$ cat src/fetch_pkg.sv
package fetch_pkg;

  // address and data width of the fetch path
  localparam int XLEN = 32;

  typedef logic [XLEN-1:0] pc_t;
  typedef logic [31:0]     inst_t;

  // instructions per cache line
  localparam int LINE_WORDS = 4;
  localparam int LINE_OFF_W = $clog2(LINE_WORDS);  // word offset bits inside a line

  // addi x0, x0, 0
  localparam inst_t NOP_INST = 32'h0000_0013;

  // payload between the fetch stages
  typedef struct packed {
    pc_t   pc;
    inst_t inst;
  } fetch_item_t;

endpackage

$ cat src/fetch_if.sv
`timescale 1ns/1ps

// valid/ready link between two fetch stages
// item must hold from valid until transfer or flush
interface fetch_if;

  logic                   valid;  // producer has an item
  logic                   ready;  // consumer can take it
  fetch_pkg::fetch_item_t item;

  modport producer (
    output valid,
    output item,
    input  ready
  );

  modport consumer (
    input  valid,
    input  item,
    output ready
  );

endinterface

$ cat src/pc_gen.sv
`timescale 1ns/1ps

module pc_gen #(
  parameter fetch_pkg::pc_t RESET_PC = 32'h8000_0000
) (
  input  logic           clk,
  input  logic           rst_n,
  input  logic           redirect_i,
  input  fetch_pkg::pc_t redirect_pc_i,
  fetch_if.producer      out
);

  fetch_pkg::pc_t pc_q;
  logic           run_q;  // set once reset is gone
  logic           fire;

  // no request toward the cache while the pipe restarts
  assign out.valid = run_q && !redirect_i;
  assign out.item  = '{pc: pc_q, inst: '0};  // inst field unused on this link
  assign fire      = out.valid && out.ready;

  always_ff @(posedge clk or negedge rst_n) begin
    if (!rst_n) begin
      pc_q  <= RESET_PC;
      run_q <= 1'b0;
    end else begin
      run_q <= 1'b1;
      if (redirect_i) begin
        pc_q <= redirect_pc_i;  // redirect wins over advance
      end else if (fire) begin
        pc_q <= pc_q + 32'd4;
      end
    end
  end

  // instruction addresses offered to the cache are word aligned
  a_pc_aligned: assert property (
    @(posedge clk) disable iff (!rst_n)
    out.valid |-> out.item.pc[1:0] == 2'b00
  ) else $error("pc_gen: misaligned pc %h", out.item.pc);

endmodule

$ cat src/icache.sv
`timescale 1ns/1ps

module icache #(
  parameter int NUM_SETS = 16
) (
  input  logic             clk,
  input  logic             rst_n,
  input  logic             flush_i,
  fetch_if.consumer        in,
  fetch_if.producer        out,
  output logic             mem_req_o,
  output fetch_pkg::pc_t   mem_addr_o,
  input  logic             mem_ack_i,
  input  fetch_pkg::inst_t mem_rdata_i
);

  localparam int OFF_W = fetch_pkg::LINE_OFF_W;
  localparam int IDX_W = $clog2(NUM_SETS);
  localparam int TAG_W = fetch_pkg::XLEN - 2 - OFF_W - IDX_W;

  typedef enum logic [2:0] {
    S_IDLE,
    S_LOOKUP,
    S_REFILL_REQ,
    S_REFILL_ACK_LOW,
    S_RESPOND
  } state_e;

  state_e           state_q;
  state_e           state_d;
  fetch_pkg::pc_t   req_pc_q;   // pc under lookup or refill
  logic [OFF_W-1:0] cnt_q;      // refill word counter
  logic             drop_q;     // refill result is stale after a flush
  logic [NUM_SETS-1:0] valid_q;

  logic [TAG_W-1:0] tag_mem  [NUM_SETS];
  fetch_pkg::inst_t data_mem [NUM_SETS*fetch_pkg::LINE_WORDS];

  logic [IDX_W-1:0] req_idx;
  logic [OFF_W-1:0] req_off;
  logic [TAG_W-1:0] req_tag;
  logic             hit;
  logic             accept;
  logic             out_fire;
  logic             last_word;
  logic             word_in;    // memory word captured this cycle
  logic             word_done;  // handshake fully closed
  logic             line_done;

  assign req_off = req_pc_q[2 +: OFF_W];
  assign req_idx = req_pc_q[2+OFF_W +: IDX_W];
  assign req_tag = req_pc_q[fetch_pkg::XLEN-1 -: TAG_W];
  assign hit     = valid_q[req_idx] && (tag_mem[req_idx] == req_tag);

  assign last_word = (cnt_q == OFF_W'(fetch_pkg::LINE_WORDS - 1));
  assign word_in   = (state_q == S_REFILL_REQ) && mem_ack_i;
  assign word_done = (state_q == S_REFILL_ACK_LOW) && !mem_ack_i;
  assign line_done = word_done && last_word;

  // a hit answers in the lookup cycle and a refilled line in respond
  assign out.valid = !flush_i && (((state_q == S_LOOKUP) && hit) || (state_q == S_RESPOND));
  assign out.item  = '{pc: req_pc_q, inst: data_mem[{req_idx, req_off}]};
  assign out_fire  = out.valid && out.ready;

  // take a new pc when empty or when the current one leaves
  assign in.ready = (state_q == S_IDLE) || out_fire;
  assign accept   = in.valid && in.ready;

  assign mem_req_o  = (state_q == S_REFILL_REQ);
  assign mem_addr_o = {req_pc_q[fetch_pkg::XLEN-1 : 2+OFF_W], cnt_q, 2'b00};

  always_comb begin
    state_d = state_q;
    case (state_q)
      S_IDLE: begin
        if (accept) state_d = S_LOOKUP;
      end
      S_LOOKUP: begin
        if (flush_i) begin
          state_d = S_IDLE;  // pending lookup dropped
        end else if (!hit) begin
          state_d = S_REFILL_REQ;
        end else if (out_fire) begin
          state_d = accept ? S_LOOKUP : S_IDLE;
        end
      end
      S_REFILL_REQ: begin
        if (mem_ack_i) state_d = S_REFILL_ACK_LOW;
      end
      S_REFILL_ACK_LOW: begin
        if (!mem_ack_i) begin
          if (!last_word) begin
            state_d = S_REFILL_REQ;
          end else if (drop_q || flush_i) begin
            state_d = S_IDLE;  // line kept but result discarded
          end else begin
            state_d = S_RESPOND;
          end
        end
      end
      S_RESPOND: begin
        if (flush_i) begin
          state_d = S_IDLE;
        end else if (out_fire) begin
          state_d = accept ? S_LOOKUP : S_IDLE;
        end
      end
      default: state_d = S_IDLE;
    endcase
  end

  always_ff @(posedge clk or negedge rst_n) begin
    if (!rst_n) begin
      state_q <= S_IDLE;
      cnt_q   <= '0;
      drop_q  <= 1'b0;
      valid_q <= '0;
    end else begin
      state_q <= state_d;
      if (word_done) cnt_q <= cnt_q + 1'b1;  // wraps to 0 after the last word
      if (state_q == S_LOOKUP) begin
        drop_q <= 1'b0;
      end else if (flush_i) begin
        drop_q <= 1'b1;
      end
      if (line_done) valid_q[req_idx] <= 1'b1;
    end
  end

  always_ff @(posedge clk) begin
    if (accept) req_pc_q <= in.item.pc;
    if (word_in) data_mem[{req_idx, cnt_q}] <= mem_rdata_i;
    if (line_done) tag_mem[req_idx] <= req_tag;
  end

  // four-phase port rules toward memory
  a_addr_stable: assert property (
    @(posedge clk) disable iff (!rst_n)
    mem_req_o && $past(mem_req_o) |-> $stable(mem_addr_o)
  ) else $error("icache: mem_addr_o changed during request");

  a_req_after_ack_low: assert property (
    @(posedge clk) disable iff (!rst_n)
    $rose(mem_req_o) |-> !$past(mem_ack_i)
  ) else $error("icache: request raised while ack still high");

endmodule

$ cat src/fetch_buffer.sv
`timescale 1ns/1ps

module fetch_buffer (
  input  logic             clk,
  input  logic             rst_n,
  input  logic             flush_i,
  fetch_if.consumer        in,
  output logic             inst_valid_o,
  output fetch_pkg::inst_t inst_o,
  output fetch_pkg::pc_t   pc_o,
  input  logic             inst_ready_i
);

  logic                   full_q;
  fetch_pkg::fetch_item_t item_q;
  logic                   take_in;

  // room when empty or when decode takes the held item
  assign in.ready = !full_q || inst_ready_i;
  assign take_in  = in.valid && in.ready;

  always_ff @(posedge clk or negedge rst_n) begin
    if (!rst_n) begin
      full_q <= 1'b0;
    end else if (flush_i) begin
      full_q <= 1'b0;  // squash old path
    end else if (take_in) begin
      full_q <= 1'b1;
    end else if (inst_ready_i) begin
      full_q <= 1'b0;
    end
  end

  always_ff @(posedge clk) begin
    if (take_in) item_q <= in.item;
  end

  assign inst_valid_o = full_q && !flush_i;  // nothing old leaves in the redirect cycle
  assign inst_o       = inst_valid_o ? item_q.inst : fetch_pkg::NOP_INST;  // bubble
  assign pc_o         = item_q.pc;

  // decode sees a steady instruction while it stalls
  a_hold_when_stalled: assert property (
    @(posedge clk) disable iff (!rst_n)
    inst_valid_o && !inst_ready_i |=>
      flush_i || (inst_valid_o && $stable(inst_o) && $stable(pc_o))
  ) else $error("fetch_buffer: output changed while stalled");

endmodule

$ cat src/fetch_top.sv
`timescale 1ns/1ps

module fetch_top #(
  parameter fetch_pkg::pc_t RESET_PC = 32'h8000_0000,
  parameter int             NUM_SETS = 16
) (
  input  logic             clk,
  input  logic             rst_n,
  input  logic             redirect_i,     // branch, jump, trap or mret
  input  fetch_pkg::pc_t   redirect_pc_i,
  output logic             inst_valid_o,
  output fetch_pkg::inst_t inst_o,
  output fetch_pkg::pc_t   pc_o,
  input  logic             inst_ready_i,   // decode back-pressure
  output logic             mem_req_o,
  output fetch_pkg::pc_t   mem_addr_o,
  input  logic             mem_ack_i,
  input  fetch_pkg::inst_t mem_rdata_i
);

  fetch_if pc_link ();    // pc_gen to icache
  fetch_if inst_link ();  // icache to fetch_buffer

  pc_gen #(
    .RESET_PC (RESET_PC)
  ) u_pc_gen (
    .clk           (clk),
    .rst_n         (rst_n),
    .redirect_i    (redirect_i),
    .redirect_pc_i (redirect_pc_i),
    .out           (pc_link.producer)
  );

  icache #(
    .NUM_SETS (NUM_SETS)
  ) u_icache (
    .clk         (clk),
    .rst_n       (rst_n),
    .flush_i     (redirect_i),
    .in          (pc_link.consumer),
    .out         (inst_link.producer),
    .mem_req_o   (mem_req_o),
    .mem_addr_o  (mem_addr_o),
    .mem_ack_i   (mem_ack_i),
    .mem_rdata_i (mem_rdata_i)
  );

  fetch_buffer u_fetch_buffer (
    .clk          (clk),
    .rst_n        (rst_n),
    .flush_i      (redirect_i),
    .in           (inst_link.consumer),
    .inst_valid_o (inst_valid_o),
    .inst_o       (inst_o),
    .pc_o         (pc_o),
    .inst_ready_i (inst_ready_i)
  );

endmodule

$ cat config.mk
export PLATFORM = sky130hd
export DESIGN_NAME = fetch_top
export DESIGN_NICKNAME = d
export VERILOG_FILES = /design/src/fetch_pkg.sv /design/src/fetch_if.sv /design/src/pc_gen.sv /design/src/icache.sv /design/src/fetch_buffer.sv /design/src/fetch_top.sv
export SDC_FILE = /design/constraint.sdc
export NUM_CORES = 2
export LEC_CHECK = 0
export BUFFER_PORTS_ARGS = -buffer_cell sky130_fd_sc_hd__buf_4
export CORE_ASPECT_RATIO = 0.7
export CORE_MARGIN = 4
export CORE_UTILIZATION = 60
export DETAILED_ROUTE_END_ITERATION = 10
export PLACE_DENSITY = 0.77
export SYNTH_ARGS = -nofsm -noshare
export SYNTH_HDL_FRONTEND = slang
export SYNTH_SLANG_ARGS = --single-unit
$ cat constraint.sdc
create_clock -name clk -period 7.9 [get_ports clk]
set_input_delay 0.79 -clock clk [delete_from_list [all_inputs] [get_ports clk]]
set_output_delay 0.79 -clock clk [all_outputs]
set_load 0.05 [all_outputs]
==> flow_results.org <==
** Yosys
- Count of cell types in the netlist :: 69
- During synthesis, Yosys emitted a total of 0 warnings.
- Synthesis produced a netlist whose cell count is 4512.
- Most frequent cell after synthesis :: sky130_fd_sc_hd__edfxtp_1
- Fraction of synthesized cell area taken by the top area cell type :: 76.1%
- By area the synthesized netlist is led by sky130_fd_sc_hd__edfxtp_1 (76%), sky130_fd_sc_hd__mux4_2 (14%), sky130_fd_sc_hd__dfrtp_1 (1.4%).
- Post-synth ARST share :: 2.16%
- In this run the mean area of a mapped cell was 22.1 um2.
- Dominant register cell in the synthesized netlist :: sky130_fd_sc_hd__edfxtp_1
- Synthesized area :: 0.0997 mm2
- Yosys reg bits :: 2588
- Yosys mapped a number of flops with a built-in enable equal to 2528.
- Post-synth top area cell :: sky130_fd_sc_hd__edfxtp_1
- Sorting the synthesized cells by how often they occur yields sky130_fd_sc_hd__edfxtp_1 (2528), sky130_fd_sc_hd__mux4_2 (633), sky130_fd_sc_hd__clkbuf_1 (132), sky130_fd_sc_hd__nor2_1 (132), sky130_fd_sc_hd__mux2i_1 (120).
- Of the synthesized area, sequential elements account for 77.6%.

** Power and ir drop
- For this design the static power due to leakage is 35.2 nW.
- IR analysis of the VDD net gives a maximum drop of 0.263 mV.
- Power spread over the standard cell area amounts to 255 mW/mm2.

** Clock network
- Buffer cell driving the clock tree root :: sky130_fd_sc_hd__clkbuf_16
- TritonCTS built the clock tree.
- Setup bufs post-CTS :: 0
- The clock reaches the later pin of the worst-skew pair after 0.87 ns.
- For this design, the sink count on the clock tree is 2588.
- The number of clock buffers added by TritonCTS is 223.
- The clock tree synthesis step divided the H-tree into 4 levels.
- Clock-pin slew was measured on the worst setup and hold paths at 0.07 ns.
- Buffer depth of the longest clock path :: 3

** Worst setup path
- STA classifies the critical path endpoint as a register.
- In this design, the largest share of critical-path delay is due to compound AO/OA/AOI/OAI gates.
- Most prevalent standard cell on the critical path :: sky130_fd_sc_hd__buf_4
- Kind of critical path :: reg -> reg
- Data on the critical path is required at its endpoint by 8.44 ns.
- Crit path DAT :: 7.00 ns
- On the worst path, the slowest cell contributes a delay of 0.85 ns.
- The signal on the critical path passes through buf_4 -> buf_4 -> nor2b_1 -> o2bb2ai_1 -> o2111ai_1 -> a2111oi_1 -> nand4_1 -> o41ai_4 -> nand3_2 -> inv_1 -> buf_4.
- Critical path buffers and inverters :: 4
- Maximum fanout encountered on the critical timing path :: 27
- Kind of start point of the critical path :: register
- Cell with the largest stage delay on the worst path :: sky130_fd_sc_hd__a2111oi_1

** Detailed routing
- In this run, the number of DRC markers left after iteration 0 of detailed routing was 10200.
- The first detailed-routing pass took 6 iterations.
- After detailed routing, the average wire length per cell comes to 39.4 um.
- Overall routed net length :: 283000 um
- Number of vias in the routed layout :: 52500
- DR vias/cell :: 7.32
- In this run the remaining antenna-violating nets after routing total 0.
- After detailed routing, the number of remaining DRC violations is 0.

** Timing
- Setup violations remaining at the end of the flow were counted as 0.
- Measured against its own limit, the worst slew margin works out to 6.75%.
- Setup TNS Final :: 0 ns
- Number of hold violations in the final report :: 0
- Fraction of the cycle the final worst path needs :: 81.8%
- Number of pins with negative max-slew slack in the final report :: 0
- Once routing completed, OpenROAD measured the worst setup slack at 1.44 ns.
- Min Hold Slack :: 0.150 ns
- Shortest period the worst path allows :: 6.46 ns
- Transition time of the tightest slew-check pin :: 1.40 ns
- Setup repair after global routing left no endpoint under its margin.
- For this run, the top clock speed supported by timing is 155 MHz.
- Clk_skew :: 0.0314 ns

** Cells and area
- Area of the multi-input gates :: 0.0215 mm2
- Layout overhead on the synthesized area :: 11.8%
- The filler cells instantiated in the layout total 9628.
- Finished Core Util :: 67.9%
- Area taken by flip-flops and latches :: 0.0774 mm2
- Share of cells above drive strength 1 :: 29.0%
- NumNets Final :: 4839

** Global route
- Entering global routing, the biggest net connects 133 pins.
- Global route overflow :: 0
- The via count of the first global-routing pass was 51500.
- The first global-routing pass estimated 398000 um of wire.
- All-layer global routing usage :: 33.1%
- The number of antenna violations at the first check in global routing was 15.

** Floorplanning
- Once the floorplan was initialized, standard cells occupied 60.7% of the core.
- The die is 349 um tall.
- The total area inside the core boundary comes to 0.164 mm2.
- Die X-Extent :: 495 um
- The floorplan step defined a die boundary enclosing 0.173 mm2.
- Cell Rows :: 124
- During I/O placement, the number of pins put on the boundary was 167.

** Worst hold path
- Kind of path behind the tightest hold check :: in -> reg

** Place
- Pre-CTS worst setup slack :: 1.65 ns
- Port bufs :: 164
- The wire-length estimate of the detail-placed layout is 155000 um.
- Routability congestion estimate :: 0.858

** Flow run
- # Max-Cap Violations :: 0

** Outcome
- Run status :: finished clean
cells in the final DEF (no fill, tap or decap), drive strengths merged, types with 58 or more instances in the layout:
master	n
edfxtp	2528
mux4	633
buf	328
clkbuf	276
nor2	132
mux2i	120
clkinv	98
nand2	92
o21ai	58
worst paths after layout:
kind                       cells after the start  slack, ns                      to            startpoint
max                                           11       1.44   u_icache.req_pc_q[13]              register
min                                            3       0.15       u_pc_gen.pc_q[21]     redirect_pc_i[21]
max in group asynchronous                      2       6.85          u_pc_gen.run_q                 rst_n
min in group asynchronous                      2       0.53       u_pc_gen.pc_q[28]                 rst_n
max reg2reg                                   11       1.44   u_icache.req_pc_q[13]              register
min reg2reg                                    0       0.44  u_fetch_buffer.pc_o[1]  u_icache.req_pc_q[1]
tightest hold or removal path: cells and delay by family:
family	cells	cell delay, ns
AND/OR/NAND/NOR	1	0.05
AO/OA/AOI/OAI	1	0.07
buffers and inverters	1	0.08
per-layer routing:
layer | global-route usage [%] | wire length, um
met3 | 11.5 | 47200
met5 | 0 | 35
met4 | 11.9 | 12000
met2 | 46.5 | 124000
met1 | 49.1 | 99700
cells by family (layout without fill, tap and decap cells):
group	count (synthesis)	after routing	synth area share, %
buffers and inverters	313	760	1.52
other	2	14	0.00753
DFF	2588	2588	77.6
adders and majority gates	2	2	0.0251
xor gates and xnor gates	30	30	0.263
muxes	799	799	16.0
and+or+nand+nor	431	431	2.10
AOI/OAI and AO/OA	347	347	2.48
layout make-up:
class	instances	area share, %
Sequential cell	2588	69.4
Clock inverter	141	1.29
Multi-Input combinational cell	1612	19.2
Clock buffer	276	5.20
Timing Repair Buffer	329	2.32
Antenna cell	11	0.0247
Tap cell	2205	2.47
Inverter	14	0.0471
stage by stage:
stage / total power [W] / cell area (um2) / cells
finish: 0.0284 / 112000 / 7176
CTS: 0.0284 / 111000 / 7165
global route: 0.0292 / 112000 / 7170
global placement: 0.0175 / 104000 / 6747
floorplan: 0.0168 / 99800 / 4513
detailed placement: 0.0176 / 104000 / 6747
state kept, by name, indices dropped and copies added, names as in the netlist, named ones only:
register / cells
u_icache.drop_q: 1
u_icache.req_pc_q: 32
u_icache.valid_q: 16
u_icache.cnt_q: 2
u_fetch_buffer.full_q: 1
u_fetch_buffer.item_q: 32
u_icache.data_mem: 2048
u_pc_gen.run_q: 1
u_fetch_buffer.pc_o: 32
u_pc_gen.pc_q: 32
u_icache.tag_mem: 384
u_icache.state_q: 3
what timing repair did:
item                                    in CTS  in global routing
endpoints found under the setup margin       0                  0
endpoints found under the hold margin       52                  0
resized for setup                            0                  0
hold buffers                                 1                  0
power breakdown:
part	internal [W]	switching (W)
sequential	0.0152	0.000148
combinational	0.000717	0.00124
clock	0.00607	0.00497
(Power assumes the default switching activity.)
